File: src/hdl/wvb_pkg.sv
// waveform buffer types, header bundle layout and format-0 constants
package wvb_pkg;

  // sample memory address, 4096 deep
  typedef logic [11:0] wvb_addr_t;
  // local time counter, 60 MHz
  typedef logic [47:0] ltc_t;
  // raw sample word: discr[21:14], adc[13:2], tot[1], eoe[0]
  typedef logic [21:0] smp_word_t;
  // format-2 header bundle
  typedef logic [81:0] hdr_bundle_t;
  // event length in samples
  typedef logic [15:0] evt_len_t;
  // sign extended adc value
  typedef logic [15:0] adc_word_t;

  // header bundle field positions, from the top bit down
  localparam int L_HDR_LTC_HI   = 81;
  localparam int L_HDR_LTC_ODD  = 33;
  localparam int L_HDR_START_HI = 32;
  localparam int L_HDR_START_LO = 21;
  localparam int L_HDR_STOP_HI  = 20;
  localparam int L_HDR_STOP_LO  = 9;
  localparam int L_HDR_TRIG_HI  = 8;
  localparam int L_HDR_TRIG_LO  = 7;
  localparam int L_HDR_CNST     = 6;
  localparam int L_HDR_PCFG_HI  = 5;
  localparam int L_HDR_PCFG_LO  = 1;
  localparam int L_HDR_SYNC     = 0;

  // sample word field positions
  localparam int L_SMP_DISCR_LO = 14;
  localparam int L_SMP_ADC_HI   = 13;
  localparam int L_SMP_ADC_LO   = 2;
  localparam int L_SMP_TOT      = 1;

  // format byte in the channel word
  localparam logic [7:0] L_FMT_0 = 8'h90;
  // cycles from an rdreq cycle to its decoded sample
  localparam int L_SMP_LAT = 2;

endpackage

File: src/hdl/wvb_ifs.sv
// header field interface, unpacker to controller and streamer
// sample interface, controller to streamer

interface wvb_hdr_if;
  import wvb_pkg::*;

  wvb_addr_t   start_addr;
  wvb_addr_t   stop_addr;
  evt_len_t    evt_len;
  ltc_t        evt_ltc;
  logic [15:0] hdr_0_word;
  logic [7:0]  chan_idx;
  // controller is writing an event
  logic        busy;

  modport src (output start_addr, stop_addr, evt_len, evt_ltc, hdr_0_word, chan_idx,
               input busy);
  modport ctrl (input evt_len, evt_ltc, hdr_0_word, chan_idx, output busy);
  modport strm (input start_addr, stop_addr);
endinterface


File: src/hdl/wvb_hdr_unpack.sv
// header bundle unpacker
// registers the fields, the event length and the header-0 word
module wvb_hdr_unpack (
  input  logic                clk,
  input  logic                rst,
  input  wvb_pkg::hdr_bundle_t hdr_data,
  input  logic [7:0]          idx,
  wvb_hdr_if.src              hdr
);
  import wvb_pkg::*;

  wvb_addr_t start_w;
  wvb_addr_t stop_w;
  wvb_addr_t len_w;

  assign start_w = hdr_data[L_HDR_START_HI:L_HDR_START_LO];
  assign stop_w  = hdr_data[L_HDR_STOP_HI:L_HDR_STOP_LO];
  // length wraps with the sample address
  assign len_w   = stop_w - start_w + 12'd1;

  always_ff @(posedge clk) begin
    hdr.start_addr <= start_w;
    hdr.stop_addr  <= stop_w;
    hdr.evt_len    <= evt_len_t'(len_w);
    // 60 MHz ltc sits above the odd 120 MHz bit
    hdr.evt_ltc    <= hdr_data[L_HDR_LTC_HI:L_HDR_LTC_ODD+1];
    // preconf, cnst run, 6 zeros, sync rdy, odd ltc, trig src
    hdr.hdr_0_word <= {hdr_data[L_HDR_PCFG_HI:L_HDR_PCFG_LO],
                       hdr_data[L_HDR_CNST],
                       6'b0,
                       hdr_data[L_HDR_SYNC],
                       hdr_data[L_HDR_LTC_ODD],
                       hdr_data[L_HDR_TRIG_HI:L_HDR_TRIG_LO]};
    hdr.chan_idx   <= idx;
  end

  // streamer and controller rely on a frozen address window per event
  a_window_stable: assert property (@(posedge clk) disable iff (rst)
    hdr.busy && $past(hdr.busy) |-> $stable(hdr.start_addr) && $stable(hdr.stop_addr))
    else $error("header window changed during readout");

endmodule

File: src/flat_wrapper.sv
// flat-port wrapper written by rule: the top's interface ports become plain ports
module wvb_hdr_unpack_flat import wvb_pkg::*;
  (clk, rst, hdr_data, idx, hdr_start_addr, hdr_stop_addr, hdr_evt_len, hdr_evt_ltc, hdr_hdr_0_word, hdr_chan_idx, hdr_busy);
  wvb_hdr_if hdr_i ();
  input  logic clk;
  input  logic rst;
  input  wvb_pkg::hdr_bundle_t hdr_data;
  input  logic [7:0] idx;
  output wire logic [$bits(hdr_i.start_addr)-1:0] hdr_start_addr;
  output wire logic [$bits(hdr_i.stop_addr)-1:0] hdr_stop_addr;
  output wire logic [$bits(hdr_i.evt_len)-1:0] hdr_evt_len;
  output wire logic [$bits(hdr_i.evt_ltc)-1:0] hdr_evt_ltc;
  output wire logic [$bits(hdr_i.hdr_0_word)-1:0] hdr_hdr_0_word;
  output wire logic [$bits(hdr_i.chan_idx)-1:0] hdr_chan_idx;
  input wire logic [$bits(hdr_i.busy)-1:0] hdr_busy;
  assign hdr_start_addr = hdr_i.start_addr;
  assign hdr_stop_addr = hdr_i.stop_addr;
  assign hdr_evt_len = hdr_i.evt_len;
  assign hdr_evt_ltc = hdr_i.evt_ltc;
  assign hdr_hdr_0_word = hdr_i.hdr_0_word;
  assign hdr_chan_idx = hdr_i.chan_idx;
  assign hdr_i.busy = hdr_busy;
  wvb_hdr_unpack u_core (.clk(clk), .rst(rst), .hdr_data(hdr_data), .idx(idx), .hdr(hdr_i));
endmodule
File: config.mk
export PLATFORM = sky130hd
export DESIGN_NAME = wvb_hdr_unpack_flat
export DESIGN_NICKNAME = d
export VERILOG_FILES = /design/src/hdl/wvb_pkg.sv /design/src/hdl/wvb_ifs.sv /design/src/hdl/wvb_hdr_unpack.sv /design/src/flat_wrapper.sv
export SDC_FILE = /design/constraint.sdc
export NUM_CORES = 1
export LEC_CHECK = 0
export BUFFER_PORTS_ARGS = -buffer_cell sky130_fd_sc_hd__buf_2
export CORE_UTILIZATION = 39
export DETAILED_ROUTE_END_ITERATION = 6
export GPL_TIMING_DRIVEN = 1
export PLACE_DENSITY = 0.83
export SLEW_MARGIN = 20
export SYNTH_ARGS = -nofsm -noshare
export SYNTH_HDL_FRONTEND = slang
export SYNTH_SLANG_ARGS = --single-unit
File: constraint.sdc
create_clock -name clk -period 2.84 [get_ports clk]
set_input_delay 0.71 -clock clk [delete_from_list [all_inputs] [get_ports clk]]
set_output_delay 0.71 -clock clk [all_outputs]
set_load 0.02 [all_outputs]
* Word-level counts from Yosys, hierarchy flattened
Cells that the tools add are included.
** Storage, ports and cells
- Register bits after elaboration :: 102
- Output and inout bits :: 112
- Logic and storage cells :: 8
** Cells by class
- $add $sub $neg :: 2
** Operators by type and width (number)
- 12-bit by 1-bit adder with 12-bit output, second input constant :: 1
- 12-bit subtractor :: 1

* Logic depth before layout (Yosys ltp)
Gate-level depths: netlist of the first run.
- Word-level depth :: 2
- Depth in mapped cells :: 11
- Mapped depth without buffers :: 11

* Worst setup path before layout of the first run
No wires, ideal clock.
- Path type :: input -> register
- From :: in hdr_data[10]
- To :: reg u_core.hdr.evt_len[11]
- Setup time :: 0.125 ns
- Data arrival time :: 2.267 ns
- Path slack :: 0.448 ns
- Stages :: 11
- Cell sequence :: inv_1 ha_1 inv_1 ha_1 inv_1 fa_1 nor2b_1 o21a_1 a31o_4 o41ai_4 xnor2_1
** On the way
- Word-level cells in the longest chain between the ends :: 2
** RTL lines
- from (decl) :: RTL line flat_wrapper.sv:7 : input wvb_pkg::hdr_bundle_t hdr_data;
- 12-bit subtractor :: RTL line wvb_hdr_unpack.sv:19 : assign len_w = stop_w - start_w + 12'd1;
- 12-bit by 1-bit adder with 12-bit output :: RTL line wvb_hdr_unpack.sv:19
- via u_core.len_w[11] :: RTL line wvb_hdr_unpack.sv:14 : wvb_addr_t len_w;
- to (signal assigned) :: RTL line wvb_hdr_unpack.sv:24 : hdr.evt_len <= evt_len_t'(len_w);
- to (decl) :: RTL line wvb_ifs.sv:16 : modport src (output start_addr, stop_addr, evt_len, evt_ltc, hdr_0_word, chan_idx,
The timed path passes the listed nets, and every way through them passes these cells.

* Final worst setup path of the first run
Ends and elaborated chain as after synthesis.

==> results_dict.tcl, run 1 <==
set metrics [dict create \
    status "complete, no violations" \
    nFillCells 612 \
    syn_to_final_growth_pct 43.9 \
    grt_util_all_layers_pct 15.9 \
    chipHeight_um 86.8 \
    cts_root_buffer "clkbuf_8" \
    grt_overflow 0 \
    diodes 0 \
    leakagePower_nw 2.13 \
    tritoncts "done" \
    grt_first_pass_wirelength_um 8790 \
    min_period_ps 2220 \
    start_util_pct 40.8 \
    worstSetupStartpointType "primary input" \
    ios 205 \
    wl_per_cell_um 12.6 \
    yosysWarnings 0 \
    post_cts_resized 0 \
    yosys-top-cells-area "dfxtp_1, ha_1, buf_4, xnor2_1, inv_1" \
    fin_tns_setup_ps 0 \
    clock.fmax_ghz 0.450 \
    cp.arrival_ps 2460 \
    critPathCaptureType "flip-flop" \
    cts_max_level 3 \
    synth-seq-cells 102 \
    die_w_um 86.8 \
    grtUsageMet3_pct 6.10 \
    whs_ps 448 \
    vdd_ir_drop_max_v 0.000241 \
    timing.final.ws_setup_ps 616 \
    grt-busiest-layer "met2" \
    final_util_pct 58.7 \
    grt_max_degree 20 \
    use_met2_pct 30.0 \
    antenna_found_initial 0 \
    synth_cell_type_count 27 \
    hold_viol_final 0 \
    required_ps 3080 \
    hp-class "in2reg" \
    nets 510 \
    synthCells 193 \
    clk_pin_slew_ps 100 \
    ys_seq_area_share_pct 72.8 \
    hpwl_um 5210 \
    min_period_over_period_pct 78.3 \
    setup.worst_path.class "in2reg" \
    wirelength_um 6260 \
    avgSynthCellArea_sq_um 14.5 \
    postCtsSetupRepairBufs 0 \
    drv_cap 0 \
    vias 2012 \
    yosys.area.top_type "dfxtp_1" \
    drtPass1Iterations 4 \
    port_buffers 192 \
    postRouteAntennaNets 0 \
    grt_setup_unrepaired "false" \
    cts.sinks 102 \
    power_density_nw_per_um2 725 \
    pre_cts_ws_ps 213 \
    drive_above_1_share_pct 54.3 \
    critPathMaxFanout 3 \
    first_iter_violations 25 \
    grt_pass1_vias 1888 \
    die-area_sq_um 7530 \
    rows 30 \
    gp_congestion 0.732 \
    cts_buffers 9 \
    drc_errors 0 \
    hold_buffers 0 \
    finalMaxSlewViolations 0 \
    syn-cell-area_sq_um 2800 \
    clockBufferDepth 2 \
    core_area_sq_um 6870 \
    setup_viol 0 \
    via_per_inst 4.06 \
    gr-usage-met1_pct 15.2 \
    synth_top_area_share_pct 72.8 \
]
==> critical path, cell delays in order <==
cell and delay (ps):
buf_2 80, inv_1 40, ha_1 270, inv_1 60, ha_1 160, inv_1 50, fa_1 390, nor2b_1 130
o21a_1 160, a31o_4 200, o41ai_4 70, xnor2_1 140
==> flip-flops by register name, indices dropped and copies added, names as in the netlist <==
register	count
u_core.hdr.start_addr	12
u_core.hdr.hdr_0_word	10
u_core.hdr.stop_addr	12
u_core.hdr.chan_idx	8
u_core.hdr.evt_ltc	48
u_core.hdr.evt_len	12
==> Yosys cell counts (all sizes together) <==
master and count:
or2 2, nand3 1, xor2 3, nand2b 2
and2 1, and3 3, nor2 2, a31o 1
a21oi 5, buf 10, ha 21, a21o 1
nor3 1, conb 1, o21ai 2, nor2b 1
a31oi 1, nand2 2, a211oi 1, o31a 1
xnor2 8, fa 1, inv 16, dfxtp 102
o41ai 2, o21a 2
==> per-layer routing <==
| metal | share of wire, % | up-vias |
|---|---|---|
| li1 | - | 1003 |
| met3 | 8.0 | 8 |
| met1 | 35 | 900 |
| met4 | 1.6 | 0 |
| met2 | 55 | 101 |
| met5 | 0 | - |
==> metrics by stage <==
stage	std cells	instance area (sq um)	total power, mW
floorplan	202	2840	1.92
global placement	480	3840	2.10
detailed placement	480	3840	2.12
CTS	496	4030	2.97
global route	496	4030	3.07
finish	496	4030	2.92
==> power by group <==
part | switching [mW] | internal, mW | total [mW]
sequential | 0.0257 | 1.54 | 1.57
combinational | 0.307 | 0.201 | 0.507
clock | 0.509 | 0.340 | 0.849
==> cell usage in the layout (no fill, tap or decap), drive strengths merged <==
cell	count
o41ai	2
nor2	2
or2	2
a21o	1
a31oi	1
o31a	1
and3	3
a21oi	5
a31o	1
o21ai	2
conb	10
inv	20
clkbuf	9
nor2b	1
fa	1
nand3	1
xnor2	8
and2	1
o21a	2
buf	192
nor3	1
nand2	2
a211oi	1
clkinvlp	1
clkinv	2
nand2b	2
xor2	3
dfxtp	102
ha	21
==> kinds of logic (layout without fill, tap and decap cells) <==
family / count (synthesis) / in the layout / share of synthesized area (%)
AO/OA/AOI/OAI: 16 / 16 / 5.62
XOR/XNOR: 11 / 11 / 3.44
buffers and inverters: 26 / 224 / 4.82
other: 1 / 10 / 0.134
AND/OR/NAND/NOR: 15 / 15 / 3.08
flip-flops: 102 / 102 / 72.8
adder cells (fa/ha/maj): 22 / 22 / 10.1
==> final timing paths <==
kind	startpoint	endpoint	slack [ps]	cells after the start
max	hdr_data[10]	u_core.hdr.evt_len[11]	620	12
min	hdr_data[1]	u_core.hdr.hdr_0_word[11]	450	1
==> cell type report <==
type                            count  area, sq um  area share (%)
Inverter                           16         60.1            1.49
Clock inverter                      7         66.3            1.64
Sequential cell                   102         2040            50.6
Multi-Input combinational cell     74          661            16.4
Tap cell                           96          120            2.98
Clock buffer                        9          124            3.07
Timing Repair Buffer              192          961            23.8
Note: power is estimated with default switching activity, not from simulation.
==> run 2, diff against run 1 <==
- CORE_UTILIZATION: 39 -> 36
- PLACE_DENSITY: 0.83 -> 0.8
- clock period: 2.84 -> 1.9 ns (I/O delays scaled with it)
==> run 2 against run 1 <==
  * Design area up 6.7%
  * Worst hold slack worse by 240 ps
  * Sequential share of layout area down 3.2 points
  * Sequential power up 50%
  * Highest routed layer unchanged
  * Total power up 52%
  * First-iteration DRC count up 20%
  * Flip-flop and latch count unchanged
  * Combinational power up 70%
  * Via count up 3.8%
  * Clock power up 47%
==> results_dict.tcl, run 2 (same netlist as run 1, synthesis figures left out) <==
set metrics [dict create \
    status "complete, no violations" \
    clk_pin_slew_ps 100 \
    gp_congestion 0.781 \
    antenna_found_initial 0 \
    chipHeight_um 90.3 \
    crit_start "hdr_data[10]" \
    rows 31 \
    grt_first_pass_wirelength_um 10200 \
    p_switching_mw 1.28 \
    leakagePower_nw 2.22 \
    critPathMaxFanout 3 \
    grt_overflow 0 \
    p_int_mw 3.18 \
    hold_buffers 0 \
    switching_share_pct 28.7 \
    power_frac_seq_pct 52.6 \
    drtPass1Iterations 4 \
    largest_register_ffs 48 \
    vdd_ir_drop_max_v 0.000403 \
    drt-met1-wl_um 2510 \
    die-area_sq_um 8150 \
    critPathCaptureType "flip-flop" \
    die_w_um 90.3 \
    clockBufferDepth 2 \
    hold_viol_final 0 \
    seq_area_sq_um 2040 \
    top_register "u_core.hdr.evt_ltc" \
    setup.worst_path.class "in2reg" \
    clock.fmax_ghz 0.543 \
    endpoint "u_core.hdr.evt_len[9]" \
    worstSetupStartpointType "primary input" \
    nets 527 \
    drc_errors 0 \
    grt_max_degree 19 \
    first_iter_violations 30 \
    ios 205 \
    cts_buffers 9 \
    required_ps 2140 \
    wl_per_cell_um 13.2 \
    multi_input_area_sq_um 776 \
    fin_cells 516 \
    wl_met3_um 466 \
    final_common_cell "buf_2" \
    wirelength_um 6820 \
    drv_cap 0 \
    final_util_pct 58.1 \
    power_density_nw_per_um2 1040 \
    hp-class "in2reg" \
    port_buffers 192 \
    mostFrequentLayoutCells "buf_2, dfxtp_1, buf_4" \
    nFillCells 629 \
    clkPwrFrac_pct 28.0 \
    grt_setup_unrepaired "true" \
    wl_met2_um 3720 \
    finalMaxSlewViolations 0 \
    grt_util_all_layers_pct 16.5 \
    top_layer "met4" \
    start_util_pct 37.8 \
    via_per_inst 4.05 \
    cp.arrival_ps 2080 \
    hold_start "hdr_data[0]" \
    placed_cells 500 \
    drive_above_1_share_pct 59.2 \
    min_period_over_period_pct 96.9 \
    tritoncts "done" \
    finalPower_mw 4.46 \
    cts.sinks 102 \
    core_area_sq_um 7410 \
    syn_to_final_growth_pct 53.5 \
    whs_ps 213 \
    cts_max_level 3 \
    grt_pass1_vias 2103 \
    combPwrFrac_pct 19.4 \
    postRouteAntennaNets 0 \
    vias 2089 \
    min_period_ps 1840 \
    diodes 0 \
    cts_root_buffer "clkbuf_8" \
    setup_viol 0 \
    hpwl_um 5620 \
]
==> run 2: area by class of cell <==
| type | count | share of cell area, % |
|---|---|---|
| Sequential cell | 102 | 47.4 |
| Timing Repair Buffer | 209 | 25.8 |
| Multi-Input combinational cell | 74 | 18.0 |
| Clock buffer | 10 | 2.96 |
| Tap cell | 99 | 2.88 |
| Inverter | 16 | 1.69 |
| Clock inverter | 6 | 1.25 |
==> run 2: worst min path at each step <==
stage          depth (start not counted)                         to  slack, ps
2_1_floorplan                          0     u_core.hdr.chan_idx[0]        500
3_3_place_gp                           1   u_core.hdr.hdr_0_word[3]        580
3_5_place_dp                           1  u_core.hdr.hdr_0_word[13]        580
4_1_cts                                1  u_core.hdr.hdr_0_word[13]        190
5_1_grt                                1  u_core.hdr.hdr_0_word[10]        190
6_report                               1   u_core.hdr.hdr_0_word[3]        210
==> run 2: per-layer routing <==
metal  vias to the layer above  global-route usage [%]
met2                        94                    31.6
met1                       947                    16.6
met4                         0                    6.59
met3                         9                    4.97
li1                       1039                       -
met5                         -                       0
==> run 2: critical path, stage by stage <==
cell and delay [ps]:
buf_12 90, inv_12 30, ha_4 240, inv_2 40
ha_4 150, inv_2 40, fa_2 180, nor2b_1 50
o21a_1 190, a31o_4 250, o41ai_4 240, xnor2_1 110
==> run 2: what timing repair did <==
item	in CTS	in global routing
resized for setup	1	5
pin swaps	1	0
setup endpoints to repair	2	2
buffers inserted	0	0
==> run 2: power by group through the flow <==
stage	Clock [mW]	Combinational [mW]	Sequential, mW
3_5_place_dp	0	0.870	2.40
6_report	1.25	0.864	2.35
5_1_grt	1.38	0.932	2.36
2_1_floorplan	0	0.280	2.62
4_1_cts	1.28	0.875	2.35
3_3_place_gp	0	0.848	2.39
==> run 2: through the flow <==
step                      worst slack (ps)  cell area, sq um  setup TNS [ps]
after floorplan                       -199              2970            -379
after global placement                -428              4100           -1760
after detailed placement              -496              4100           -1950
after CTS                             8.73              4290               0
after global routing                 -2.79              4310           -2.79
final                                 59.3              4310               0
