[config.mk]
export PLATFORM = sky130hd
export DESIGN_NAME = wvb_rd_ctrl_fmt_0_flat
export DESIGN_NICKNAME = d
export VERILOG_FILES = /design/src/hdl/wvb_pkg.sv /design/src/hdl/dpram_pkg.sv /design/src/hdl/wvb_ifs.sv /design/src/hdl/wvb_rd_ctrl_fmt_0.sv /design/src/flat_wrapper.sv
export SDC_FILE = /design/constraint.sdc
export NUM_CORES = 1
export LEC_CHECK = 0
export BUFFER_PORTS_ARGS = -buffer_cell sky130_fd_sc_hd__buf_2
export CORE_UTILIZATION = 45
export DETAILED_ROUTE_END_ITERATION = 16
export PLACE_DENSITY = 0.77
export SLEW_MARGIN = 20
export SYNTH_ARGS = -nofsm -noshare
export SYNTH_HDL_FRONTEND = slang
export SYNTH_SLANG_ARGS = --single-unit
[constraint.sdc]
create_clock -name clk -period 4.7 [get_ports clk]
set_input_delay 0.705 -clock clk [delete_from_list [all_inputs] [get_ports clk]]
set_output_delay 0.705 -clock clk [all_outputs]
set_load 0.03 [all_outputs]
[src/hdl/wvb_pkg.sv]
// waveform buffer types, header bundle layout and format-0 constants
package wvb_pkg;

  // sample memory address, 4096 deep
  typedef logic [11:0] wvb_addr_t;
  // local time counter, 60 MHz
  typedef logic [47:0] ltc_t;
  // raw sample word: discr[21:14], adc[13:2], tot[1], eoe[0]
  typedef logic [21:0] smp_word_t;
  // format-2 header bundle
  typedef logic [81:0] hdr_bundle_t;
  // event length in samples
  typedef logic [15:0] evt_len_t;
  // sign extended adc value
  typedef logic [15:0] adc_word_t;

  // header bundle field positions, from the top bit down
  localparam int L_HDR_LTC_HI   = 81;
  localparam int L_HDR_LTC_ODD  = 33;
  localparam int L_HDR_START_HI = 32;
  localparam int L_HDR_START_LO = 21;
  localparam int L_HDR_STOP_HI  = 20;
  localparam int L_HDR_STOP_LO  = 9;
  localparam int L_HDR_TRIG_HI  = 8;
  localparam int L_HDR_TRIG_LO  = 7;
  localparam int L_HDR_CNST     = 6;
  localparam int L_HDR_PCFG_HI  = 5;
  localparam int L_HDR_PCFG_LO  = 1;
  localparam int L_HDR_SYNC     = 0;

  // sample word field positions
  localparam int L_SMP_DISCR_LO = 14;
  localparam int L_SMP_ADC_HI   = 13;
  localparam int L_SMP_ADC_LO   = 2;
  localparam int L_SMP_TOT      = 1;

  // format byte in the channel word
  localparam logic [7:0] L_FMT_0 = 8'h90;
  // cycles from an rdreq cycle to its decoded sample
  localparam int L_SMP_LAT = 2;

endpackage

[src/hdl/dpram_pkg.sv]
// readout RAM address and word types
// plus the address limits used by the format-0 writer
package dpram_pkg;

  typedef logic [9:0]  dpram_addr_t;
  typedef logic [31:0] dpram_word_t;
  // reader side addresses count 16-bit words
  typedef logic [10:0] rd_addr_t;
  typedef logic [15:0] half_word_t;

  // mode 0, last sample slot, the footer takes the next one
  localparam dpram_addr_t L_A_LAST_DATA = 10'd1021;
  // mode 1, last sample slot before pausing for the next fill
  localparam dpram_addr_t L_A_LAST_CONT = 10'd1022;
  localparam dpram_addr_t L_A_LAST      = 10'd1023;
  // a fetch issued from slot d is written at d+4
  // (fetch latency plus the rdreq and write registers)
  localparam dpram_addr_t L_A_STOP_STREAM =
    L_A_LAST_CONT - dpram_addr_t'(wvb_pkg::L_SMP_LAT + 3);
  // refill wait before writing resumes in mode 1
  localparam int L_REFILL_CNT = 4;

endpackage

[src/hdl/wvb_ifs.sv]
// header field interface, unpacker to controller and streamer
// sample interface, controller to streamer

interface wvb_hdr_if;
  import wvb_pkg::*;

  wvb_addr_t   start_addr;
  wvb_addr_t   stop_addr;
  evt_len_t    evt_len;
  ltc_t        evt_ltc;
  logic [15:0] hdr_0_word;
  logic [7:0]  chan_idx;
  // controller is writing an event
  logic        busy;

  modport src (output start_addr, stop_addr, evt_len, evt_ltc, hdr_0_word, chan_idx,
               input busy);
  modport ctrl (input evt_len, evt_ltc, hdr_0_word, chan_idx, output busy);
  modport strm (input start_addr, stop_addr);
endinterface

interface wvb_smp_if;
  import wvb_pkg::*;

  logic       rdreq;
  logic       rddone;
  adc_word_t  adc;
  logic [7:0] discr;
  logic       tot;
  logic       eoe;

  modport ctrl (output rdreq, rddone, input adc, discr, tot, eoe);
  modport strm (input rdreq, rddone, output adc, discr, tot, eoe);
endinterface

[src/hdl/wvb_rd_ctrl_fmt_0.sv]
// format-0 readout controller
// writes channel/len, hdr0/ltc, samples and footer into the readout RAM
// mode 0 truncates at one RAM, mode 1 continues over several fills
module wvb_rd_ctrl_fmt_0 (
  input  logic                   clk,
  input  logic                   rst,
  input  logic                   req,
  input  logic                   dpram_mode,
  output logic                   ack,
  output logic                   rd_ctrl_more,
  wvb_hdr_if.ctrl                hdr,
  wvb_smp_if.ctrl                smp,
  output dpram_pkg::dpram_addr_t dpram_a,
  output dpram_pkg::dpram_word_t dpram_data,
  output logic                   dpram_wren,
  output dpram_pkg::half_word_t  dpram_len
);
  import wvb_pkg::*;
  import dpram_pkg::*;

  typedef enum logic [3:0] {
    S_IDLE,
    S_START_STREAM,
    S_CHAN_LEN,
    S_HDR0_LTC2,
    S_LTC1_LTC0,
    S_SAMPLE,
    S_FTR,
    S_ACK,
    S_REQ_WAIT,
    S_REFILL
  } state_t;

  state_t      state;
  dpram_addr_t nxt_a;
  dpram_addr_t stream_lim;
  logic        loop_ftr;
  logic [2:0]  refill_cnt;
  evt_len_t    evt_len_reg;
  logic [15:0] hdr_0_reg;

  assign nxt_a = dpram_a + 10'd1;
  // mode 1 holds one more sample slot before pausing
  assign stream_lim = dpram_mode ? L_A_STOP_STREAM + 10'd1 : L_A_STOP_STREAM;

  assign hdr.busy = (state != S_IDLE) && (state != S_ACK) && (state != S_REQ_WAIT);

  always_ff @(posedge clk) begin
    if (rst) begin
      state        <= S_IDLE;
      ack          <= 1'b0;
      rd_ctrl_more <= 1'b0;
      smp.rdreq    <= 1'b0;
      smp.rddone   <= 1'b0;
      dpram_a      <= '0;
      dpram_wren   <= 1'b0;
      dpram_len    <= '0;
      loop_ftr     <= 1'b0;
      refill_cnt   <= '0;
    end else begin
      // pulses default low
      ack        <= 1'b0;
      dpram_wren <= 1'b0;
      smp.rddone <= 1'b0;
      smp.rdreq  <= 1'b0;

      case (state)
        S_IDLE: begin
          dpram_a      <= '0;
          dpram_len    <= '0;
          rd_ctrl_more <= 1'b0;
          loop_ftr     <= 1'b0;
          if (req) begin
            state <= S_START_STREAM;
          end
        end

        S_START_STREAM: begin
          // freeze the words reused by the footer
          evt_len_reg <= hdr.evt_len;
          hdr_0_reg   <= hdr.hdr_0_word;
          state       <= S_CHAN_LEN;
        end

        S_CHAN_LEN: begin
          // first fetch lines up with the first sample slot
          smp.rdreq  <= 1'b1;
          dpram_data <= {evt_len_reg, L_FMT_0, hdr.chan_idx};
          dpram_wren <= 1'b1;
          state      <= S_HDR0_LTC2;
        end

        S_HDR0_LTC2: begin
          smp.rdreq  <= 1'b1;
          dpram_data <= {hdr.evt_ltc[47:32], hdr_0_reg};
          dpram_wren <= 1'b1;
          dpram_a    <= nxt_a;
          state      <= S_LTC1_LTC0;
        end

        S_LTC1_LTC0: begin
          smp.rdreq  <= 1'b1;
          dpram_data <= {hdr.evt_ltc[15:0], hdr.evt_ltc[31:16]};
          dpram_wren <= 1'b1;
          dpram_a    <= nxt_a;
          state      <= S_SAMPLE;
        end

        S_SAMPLE: begin
          dpram_data <= {smp.discr, 6'b0, smp.tot, smp.eoe, smp.adc};
          dpram_wren <= 1'b1;
          dpram_a    <= nxt_a;
          if (smp.eoe) begin
            smp.rddone <= 1'b1;
            state      <= S_FTR;
          end else if (!dpram_mode && nxt_a == L_A_LAST_DATA) begin
            // truncate, the footer takes the next slot
            smp.rddone <= 1'b1;
            state      <= S_FTR;
          end else if (dpram_mode && nxt_a == L_A_LAST_CONT) begin
            rd_ctrl_more <= 1'b1;
            state        <= S_ACK;
          end else if (dpram_a <= stream_lim || dpram_a >= L_A_LAST_CONT) begin
            // upper slots only occur right after a refill
            smp.rdreq <= 1'b1;
          end
        end

        S_FTR: begin
          if (dpram_a != L_A_LAST || loop_ftr) begin
            dpram_data   <= {hdr_0_reg, evt_len_reg};
            dpram_wren   <= 1'b1;
            dpram_a      <= nxt_a;
            loop_ftr     <= 1'b0;
            rd_ctrl_more <= 1'b0;
          end else begin
            // footer would wrap to 0, send it in the next fill
            loop_ftr     <= 1'b1;
            rd_ctrl_more <= 1'b1;
          end
          state <= S_ACK;
        end

        S_ACK: begin
          // length in 16-bit words
          dpram_len <= (half_word_t'(dpram_a) + 16'd1) << 1;
          ack       <= 1'b1;
          if (!req) begin
            ack       <= 1'b0;
            dpram_len <= '0;
            state     <= rd_ctrl_more ? S_REQ_WAIT : S_IDLE;
          end
        end

        S_REQ_WAIT: begin
          if (req) begin
            refill_cnt <= '0;
            state      <= loop_ftr ? S_FTR : S_REFILL;
          end
        end

        S_REFILL: begin
          refill_cnt <= refill_cnt + 3'd1;
          // restart fetches so the next sample is ready on the first write
          if (refill_cnt >= 3'(L_REFILL_CNT - L_SMP_LAT)) begin
            smp.rdreq <= 1'b1;
          end
          if (refill_cnt == 3'(L_REFILL_CNT)) begin
            state <= S_SAMPLE;
          end
        end

        default: state <= S_IDLE;
      endcase
    end
  end

  // the RAM belongs to the writer only while req is held and ack is low
  a_no_wr_during_ack: assert property (@(posedge clk) disable iff (rst)
    dpram_wren |-> req && !ack)
    else $error("RAM write outside the req window or during ack");

endmodule

[src/flat_wrapper.sv]
// flat-port wrapper written by rule: the top's interface ports become plain ports
module wvb_rd_ctrl_fmt_0_flat import wvb_pkg::*; import dpram_pkg::*;
  (clk, rst, req, dpram_mode, ack, rd_ctrl_more, dpram_a, dpram_data, dpram_wren, dpram_len, hdr_evt_len, hdr_evt_ltc, hdr_hdr_0_word, hdr_chan_idx, hdr_busy, smp_rdreq, smp_rddone, smp_adc, smp_discr, smp_tot, smp_eoe);
  wvb_hdr_if hdr_i ();
  wvb_smp_if smp_i ();
  input  logic clk;
  input  logic rst;
  input  logic req;
  input  logic dpram_mode;
  output logic ack;
  output logic rd_ctrl_more;
  output dpram_pkg::dpram_addr_t dpram_a;
  output dpram_pkg::dpram_word_t dpram_data;
  output logic dpram_wren;
  output dpram_pkg::half_word_t dpram_len;
  input wire logic [$bits(hdr_i.evt_len)-1:0] hdr_evt_len;
  input wire logic [$bits(hdr_i.evt_ltc)-1:0] hdr_evt_ltc;
  input wire logic [$bits(hdr_i.hdr_0_word)-1:0] hdr_hdr_0_word;
  input wire logic [$bits(hdr_i.chan_idx)-1:0] hdr_chan_idx;
  output wire logic [$bits(hdr_i.busy)-1:0] hdr_busy;
  output wire logic [$bits(smp_i.rdreq)-1:0] smp_rdreq;
  output wire logic [$bits(smp_i.rddone)-1:0] smp_rddone;
  input wire logic [$bits(smp_i.adc)-1:0] smp_adc;
  input wire logic [$bits(smp_i.discr)-1:0] smp_discr;
  input wire logic [$bits(smp_i.tot)-1:0] smp_tot;
  input wire logic [$bits(smp_i.eoe)-1:0] smp_eoe;
  assign hdr_i.evt_len = hdr_evt_len;
  assign hdr_i.evt_ltc = hdr_evt_ltc;
  assign hdr_i.hdr_0_word = hdr_hdr_0_word;
  assign hdr_i.chan_idx = hdr_chan_idx;
  assign hdr_busy = hdr_i.busy;
  assign smp_rdreq = smp_i.rdreq;
  assign smp_rddone = smp_i.rddone;
  assign smp_i.adc = smp_adc;
  assign smp_i.discr = smp_discr;
  assign smp_i.tot = smp_tot;
  assign smp_i.eoe = smp_eoe;
  wvb_rd_ctrl_fmt_0 u_core (.clk(clk), .rst(rst), .req(req), .dpram_mode(dpram_mode), .ack(ack), .rd_ctrl_more(rd_ctrl_more), .hdr(hdr_i), .smp(smp_i), .dpram_a(dpram_a), .dpram_data(dpram_data), .dpram_wren(dpram_wren), .dpram_len(dpram_len));
endmodule
Word level (Yosys, flattened, before mapping):

Cells that the tools add are included.

* word-level logic and storage cells: 108
* register bits after elaboration: 103
* output and inout port bits: 64
* input port bits: 118

* add/sub/neg operators: 3
* eq/ne operators: 24
* bitwise logic cells: 3
* reductions and logical operators: 26
* magnitude comparators: 3
* mux-type cells: 36

Operator list (number)
* $pmux 32 s5: 1
* $pmux 4 s10: 1
* $mux 4: 9
* $mux 32: 1
* $pmux 16 s2: 1
* $pmux 10 s3: 1
* $eq 10x10->1 const B: 2
* $eq 4x3->1 const B: 4
* $mux 16: 1
* $mux 1: 13
* $add 10x1->11 const B: 1
* $add 10x1->10 const B: 1
* $ge 10x10->1 const B: 1
* $le 10x10->1: 1
* $mux 10: 1
* $ne 10x10->1 const B: 1
* $ne 2x2->1 const B: 5
* $eq 4x2->1 const B: 2
* $eq 4x4->1 const B: 2
* $ne 2x1->1 const B: 3
* $pmux 1 s3: 2
* $pmux 3 s2: 1
* $reduce_and 2->1: 3
* $reduce_bool 2->1: 3
* other kinds (24): 34

Logic depth before layout (Yosys ltp):

Gate-level depths: netlist (run 1).

* depth in word-level cells: 8
* depth in mapped cells: 9
* gate-level depth less buffers: 8

Worst setup path before layout (run 1):

No wires, ideal clock.

* kind: input -> register
* from: input port rst
* to: register u_core.evt_len_reg[0] (enable)
* stages on the path: 2
* data required time: 4.199 ns
* setup time: 0.501 ns
* data arrival time: 4.022 ns
* buffers on the path: 1
* setup slack: 0.177 ns
* cell sequence: clkbuf_1 > nor4_1

* longest elaborated chain between the ends: 2

RTL lines
* start: declaration: line flat_wrapper.sv:7 `input logic rst;`
* $not 1->1 (no source line)
* $reduce_and 2->1 (no source line)
* end signal: assignment: line wvb_rd_ctrl_fmt_0.sv:80 `evt_len_reg <= hdr.evt_len;`
* end: declaration: line wvb_rd_ctrl_fmt_0.sv:39 `evt_len_t evt_len_reg;`

Every way passes these cells.
A chain may end at the register's enable or synchronous reset.

Final worst setup path (run 1):

* from: register u_core.state[3]
* to: output port hdr_busy

* longest elaborated chain between the ends: 3
* elaborated cells between the ends (all ways): 5
* those cells by class: eq/ne: 2; reduce/logical: 3

RTL lines
* start: declaration: line wvb_rd_ctrl_fmt_0.sv:34 `state_t state;`
* start signal: assignment: line wvb_rd_ctrl_fmt_0.sv:151 `state <= rd_ctrl_more ? S_REQ_WAIT : S_IDLE;`
* start signal: assignment: line wvb_rd_ctrl_fmt_0.sv:158 `state <= loop_ftr ? S_FTR : S_REFILL;`
* $ne 4x3->1 / $reduce_bool 4->1 (equally long branches): line wvb_rd_ctrl_fmt_0.sv:46 `assign hdr.busy = (state != S_IDLE) && (state != S_ACK) && (state != S_REQ_WAIT);`
* $logic_and 1x1->1: line wvb_rd_ctrl_fmt_0.sv:46
* $logic_and 1x1->1 (*): line wvb_rd_ctrl_fmt_0.sv:46
* end: declaration: line flat_wrapper.sv:20 `output wire logic [$bits(hdr_i.busy)-1:0] hdr_busy;`

Mark *: on every way between the ends. The rest lies on a longest branch, timed or not.

==> reports/summary.txt, run 1 <==
GRT busiest layer -> met2
Peak Freq -> 0.378 GHz
GR Util All Layers -> 0.243
Largest register FFs -> 32
Logic pwr share -> 0.185
Clk_lat worst skew -> 380 ps
Initial antenna violation count -> 1
Area Growth Syn to Fin -> 22.6%
Switching share of power -> 0.303
CTS resizes -> 0
VDD IR max -> 0.166 mV
Die ar. -> 11300 µm²
Clock Skews -> 12.7 ps
Final non-filler cell total -> 778
Clock power frac -> 0.267
Hold path start -> u_core.dpram_len[4]
Sequential-to-total area share from yosys stat -> 0.530
Hold-fix buffer count after cts -> 0
Yosys warns -> 0
Initial core utilization -> 0.469
Leak Pwr -> 2.49 nW
Shortest period the worst path allows -> 2640 ps
IO buf count -> 176
Worst reg2reg path startpoint -> u_core.dpram_a[1]
Final hold viol count -> 0
Layout cells sized above 1 -> 0.342
Most frequent cells in the layout -> buf_2, nand2_1, edfxtp_1, a22oi_1, dfxtp_1
Largest net degree at the start of global routing -> 33
GRT met2 Usage -> 0.402
Hold Crit Class -> register to register
Pwr/cell area -> 312 nW/µm²
Global-route wire length before repair -> 21.2 mm
Pre-antenna DRT Iters -> 8
Final Slew Violations -> 0
Crit Path Max Fanout -> 26
Dpl cells -> 761
TritonCTS clock tree -> done
Max cap viols -> 0
DRT antenna net count -> 0
Worst R2R Setup Slack -> 2180 ps
Drt initial violations -> 439
Yosys reg bits -> 98
RSZ-0062 raised after global routing -> false
Commonest non-fill, non-tap cell in the layout -> buf_2
Ranking of synthesized cells by area -> edfxtp_1, dfxtp_1, a22oi_1, nand2_1, a21oi_1
GR Util met1 -> 0.309
Vias in the first global route -> 4228
Ys async rst share -> 0
Tcrit/Tclk final -> 0.562
Reg2reg end -> u_core.dpram_data[8]
Final wirelength -> 13.9 mm
Routability cong. -> 0.900
Critical path required time -> 3990 ps
Core area -> 10500 µm²
Core Rows -> 37
IO Count -> 182
Status -> complete, no violations
Flop pwr share -> 0.549
GRT Residual Overflow -> 0
Synthesized area -> 4910 µm²
Fill cell count -> 940
CTS max path bufs -> 2
Hold depth -> 2
CTS sink cnt -> 98
Relative slew slack -> 0.428
FF-to-FF path depth -> 6
Yosys top cell area share -> 0.391
Critical Path AT -> 1940 ps
Via count of the routed design -> 4451
Die width -> 106 µm
Worst hold slack -> 458 ps
Reg clk slew, reported paths -> 100 ps
Switching power -> 570 µW
Post-CTS Repair Setup Buffers -> 0
Via density -> 5.72
Total power -> 1.88 mW
Count of cell types in the netlist -> 63
CP startpoint kind -> register
Setup Crit Path Kind -> register to output port
WHS Endpoint -> u_core.dpram_len[4]
Tightest Pin Transition -> 857 ps
EDFF count, synth -> 64
Syn Inst Count -> 476
Syn avg cell area -> 10.3 µm²
Post-synth top area cell -> edfxtp_1
WL per Instance -> 17.8 µm
Met3 Use GR -> 0.0472
CTS Root Cell -> clkbuf_8
Drt drc -> 0
Ys flop type -> edfxtp_1
Int Power -> 1.31 mW
H-tree levels -> 3
Setup crit end kind -> output port
Final Setup Violations -> 0
Vert. Die Dim -> 106 µm
Post-layout net count -> 763
Post-detail-place hpwl -> 9.83 mm
Final setup TNS -> 0 ps
Cts bufs inserted -> 9
==> cells by family (layout without fill, tap and decap cells) <==
kind of cell,count (synthesis),count (layout),share of synthesized area
flip-flops,98,98,0.530
adder cells (fa/ha/maj),9,9,0.0229
XOR/XNOR,11,11,0.0196
AO/OA/AOI/OAI,129,129,0.192
buffers and inverters,47,208,0.0477
AND/OR/NAND/NOR,178,178,0.179
other,1,6,0.000764
multiplexers,3,3,0.00713
==> cells in the mapped netlist, drive strengths merged (3+ instances only) <==
cell type / number
xnor2: 5
a222oi: 14
ha: 9
nor3b: 3
nor4: 3
a21oi: 28
dfxtp: 34
or3: 6
nand2: 76
nand3: 29
o21ai: 23
buf: 11
o31ai: 4
nor2: 22
xor2: 6
and3: 4
edfxtp: 64
clkbuf: 25
nor2b: 8
nand2b: 4
nand3b: 3
o31a: 3
and2: 4
nor3: 9
a22oi: 38
inv: 11
==> layout make-up <==
type | count | area (µm²) | area share
tap | 136 | 170 | 0.0283
clock buffer | 10 | 128 | 0.0212
inverter | 11 | 41.3 | 0.00686
multi-input combinational | 335 | 2110 | 0.351
antenna | 1 | 2.50 | 0.000416
clock inverter | 6 | 41.3 | 0.00686
timing repair buffer | 181 | 918 | 0.153
sequential | 98 | 2600 | 0.432
==> worst max-delay path, stage by stage (launching register included) <==
cell and delay [ps]:
dfxtp_1 890, and4b_1 320, nor2_1 140, buf_2 220
==> how the worst max path moves through the flow <==
| stage | start | end | slack [ps] | cells past startpoint |
|---|---|---|---|---|
| after detailed placement | u_core.state[0] | u_core.dpram_a[1] | 2170 | 5 |
| after global routing | u_core.state[3] | hdr_busy | 1940 | 3 |
| after global placement | u_core.state[0] | u_core.dpram_a[1] | 2210 | 5 |
| after floorplan | rst | u_core.evt_len_reg[0] | 180 | 2 |
| final | u_core.state[3] | hdr_busy | 2060 | 3 |
| after CTS | u_core.state[3] | hdr_busy | 2060 | 3 |
==> power by group through the flow <==
stage                     clock [mW]  combinational [mW]  sequential (mW)
after floorplan                    0               0.199             1.07
after global placement             0               0.339             1.05
after detailed placement           0               0.346             1.05
after CTS                      0.506               0.348             1.03
after global routing           0.539               0.378             1.04
final                          0.501               0.348             1.03
==> per-layer routing <==
layer	routed length, µm	part of all wire
met1	5640	0.41
met5	0	0
met2	6880	0.50
met4	359	0.026
met3	1010	0.073
==> per-stage QoR <==
step	util	instance area (µm²)	setup WS [ps]
after floorplan	-	4920	177
after global placement	0.559	5840	2210
after detailed placement	0.559	5850	2170
after CTS	0.575	6010	2060
final	0.575	6020	2060
after global routing	0.575	6020	1940
Power figures use the tool's default switching activity.
==> run 2: changes to the inputs <==
Settings changed: ABC_AREA from default to 1, PLACE_DENSITY 0.77 to 0.75.
Clock period 4.7 ns to 2.7 ns, I/O delays scaled along.
==> reports/summary.txt, run 2 <==
Status -> complete, no violations
Area of the multi-input gates -> 1780 µm² (-16%)
Ys async rst share -> 0 (unchanged)
Drt initial violations -> 268 (-39%)
Setup ws final -> 485 ps (-1570 ps)
Largest register FFs -> 32 (unchanged)
IO Count -> 182 (unchanged)
Core Rows -> 36 (-2.7%)
Die ar. -> 10800 µm² (-4.4%)
Peak Freq -> 0.451 GHz
Pwr/cell area -> 516 nW/µm² (+65%)
TritonCTS clock tree -> done
H-tree levels -> 3 (unchanged)
WL per Instance -> 15.7 µm (-12%)
CTS Root Cell -> clkbuf_8
Reg clk slew, reported paths -> 100 ps (about the same)
VDD IR max -> 0.388 mV (+130%)
DRT antenna net count -> 0 (unchanged)
Hold Crit Class -> input port to register
GRT Residual Overflow -> 0 (unchanged)
Storage element area -> 2600 µm² (unchanged)
Initial antenna violation count -> 0 (-1)
Clk_lat worst skew -> 380 ps (about the same)
Final setup TNS -> 0 ps (unchanged)
Ys flop type -> edfxtp_1
CTS sink cnt -> 98 (unchanged)
Syn Inst Count -> 521 (+9.5%)
Setup Crit Path Kind -> register to register
Die width -> 104 µm (-2.2%)
EDFF count, synth -> 64 (unchanged)
Logic pwr share -> 0.159 (-0.026)
Largest stage delay, worst path -> 490 ps (-400 ps)
Count of cell types in the netlist -> 33 (-48%)
Critical path's top delay family -> simple AND/OR/NAND/NOR gates
Tightest Pin Transition -> 553 ps (-304 ps)
Cts bufs inserted -> 9 (unchanged)
Crit Path Max Fanout -> 9 (-65%)
Pre-CTS setup slack -> 540 ps (-1630 ps)
Shortest period the worst path allows -> 2220 ps
Largest net degree at the start of global routing -> 33 (unchanged)
Area Growth Syn to Fin -> 25.8%
Clock power frac -> 0.277 (+0.010)
Pre-antenna DRT Iters -> 5 (-3)
Post-detail-place hpwl -> 10.1 mm (+3.1%)
ANT cells -> 0 (-1)
Via density -> 5.20 (-9.1%)
Final Setup Violations -> 0 (unchanged)
Final Slew Violations -> 0 (unchanged)
Post-CTS Repair Setup Buffers -> 0 (unchanged)
Cell repeated most along the worst path -> nand2_1
Crit-path cells -> ha_1 > nand3_2 > nor2_1 > nand2_1 > nand2_1 > nand2_1 > nor2_1 > nand2_1 > nand3_2 > nand2_1 > nand2_1 > a21oi_1
Switching power -> 863 µW (+51%)
CP startpoint kind -> register
Leak Pwr -> 2.53 nW (+1.4%)
Max cap viols -> 0 (unchanged)
Synthesized area -> 4690 µm² (-4.5%)
RSZ-0062 raised after global routing -> false
Global-route wire length before repair -> 21.0 mm (-0.94%)
Slowest cell on crit path -> dfxtp_1
Critical Path AT -> 2450 ps (+510 ps)
Buf/Inv on CP -> 0 (-1)
Post-synth top cells -> nand2_1, edfxtp_1, inv_1, dfxtp_1, nor2_1
Post-layout net count -> 827 (+8.4%)
Int Power -> 2.19 mW (+67%)
Final hold viol count -> 0 (unchanged)
CTS max path bufs -> 2 (unchanged)
Drt drc -> 0 (unchanged)
Yosys reg bits -> 98 (unchanged)
GR Util All Layers -> 0.249 (+0.00587)
Setup crit end kind -> register
Hold-fix buffer count after cts -> 0 (unchanged)
Yosys warns -> 0 (unchanged)
Tcrit/Tclk final -> 0.821
Final wirelength -> 13.1 mm (-5.4%)
Clock Skews -> 13.1 ps (+0.359 ps)
Routability cong. -> 0.937 (+4.1%)
Post-synth top area cell -> edfxtp_1
Syn avg cell area -> 9.00 µm² (-13%)
Top-count cell post-synth -> nand2_1
Core area -> 9950 µm² (-4.9%)
Yosys top cell area share -> 0.410 (+0.0183)
Flop pwr share -> 0.564 (+0.015)
Most frequent cells in the layout -> buf_2, nand2_1, edfxtp_1, inv_1, dfxtp_1
CTS resizes -> 0 (unchanged)
Relative slew slack -> 0.631 (+0.204)
Sequential-to-total area share from yosys stat -> 0.555 (+0.0247)
Initial core utilization -> 0.471 (+0.00195)
Vias in the first global route -> 4374 (+3.5%)
Commonest non-fill, non-tap cell in the layout -> buf_2
Ranking of synthesized cells by area -> edfxtp_1, dfxtp_1, nand2_1, inv_1, a221oi_1
Critical path required time -> 2940 ps (-1050 ps)
IO buf count -> 176 (unchanged)
Via count of the routed design -> 4357 (-2.1%)
Fill cell count -> 873 (-7.1%)
Vert. Die Dim -> 104 µm (-2.2%)
Switching share of power -> 0.283 (-0.0203)
Layout cells sized above 1 -> 0.304 (-0.0381)
run 2: cell count changes in the layout (fill, tap and decap cells not counted), sizes merged, moves of 6 or more:
cell    previous run  this run
inv               12        63
or3                6         0
nand2             76       154
xor2               6         0
a222oi            14         0
nor2b              8         0
a221oi             0        20
nor2              22        37
a22oi             38         2
a21oi             28        19
nand4              1         9
run 2: path summary, 6_finish.rpt:
check | startpoint | end | slack [ps] | cells past startpoint
setup / recovery | u_core.dpram_a[1] | u_core.state[3] | 480 | 12
hold / removal | hdr_evt_len[1] | u_core.evt_len_reg[1] | 190 | 1
setup reg to reg | u_core.dpram_a[1] | u_core.state[3] | 480 | 12
hold reg to reg | u_core.dpram_len[10] | u_core.dpram_len[10] | 470 | 2
run 2: cell families after synthesis:
group           count (synthesis)  synth area share
flops                          98             0.555
simple gates                  234             0.210
fa+ha+maj                       9            0.0240
xor+xnor                        2           0.00374
other cells                     1          0.000799
compound gates                 92             0.132
buf+inv                        85            0.0752
run 2: per-layer routing:
| metal | wire [µm] | up-vias | GRT usage |
|---|---|---|---|
| met5 | 0 | - | 0 |
| met4 | 363 | 0 | 0.102 |
| met3 | 1110 | 26 | 0.0752 |
| met2 | 6540 | 210 | 0.424 |
| met1 | 5120 | 1990 | 0.293 |
| li1 | - | 2131 | - |
run 2: cell type report:
cell class | instances | area share
flip-flops and latches | 98 | 0.441
multi-input cells | 342 | 0.301
well taps | 133 | 0.0282
clock inverters | 5 | 0.00530
repair buffers | 186 | 0.162
clock buffers | 11 | 0.0223
inverters | 63 | 0.0401
run 2: through the flow:
step | power [mW] | cell area, µm² | hold slack [ps] | std cells | utilization
floorplan | 2.04 | 4720 | 452 | 525 | -
CTS | 3.05 | 5900 | 182 | 838 | 0.593
finish | 3.05 | 5900 | 193 | 838 | 0.593
global placement | 2.23 | 5740 | 450 | 822 | 0.577
global route | 3.17 | 5900 | 173 | 838 | 0.593
detailed placement | 2.24 | 5740 | 460 | 822 | 0.577
run 2: power groups by stage:
stage               clock, mW  combinational (mW)  sequential [mW]
detailed placement          0               0.483             1.75
CTS                     0.848               0.484             1.72
global route            0.910               0.528             1.73
floorplan                   0               0.226             1.82
global placement            0               0.474             1.75
finish                  0.844               0.484             1.72
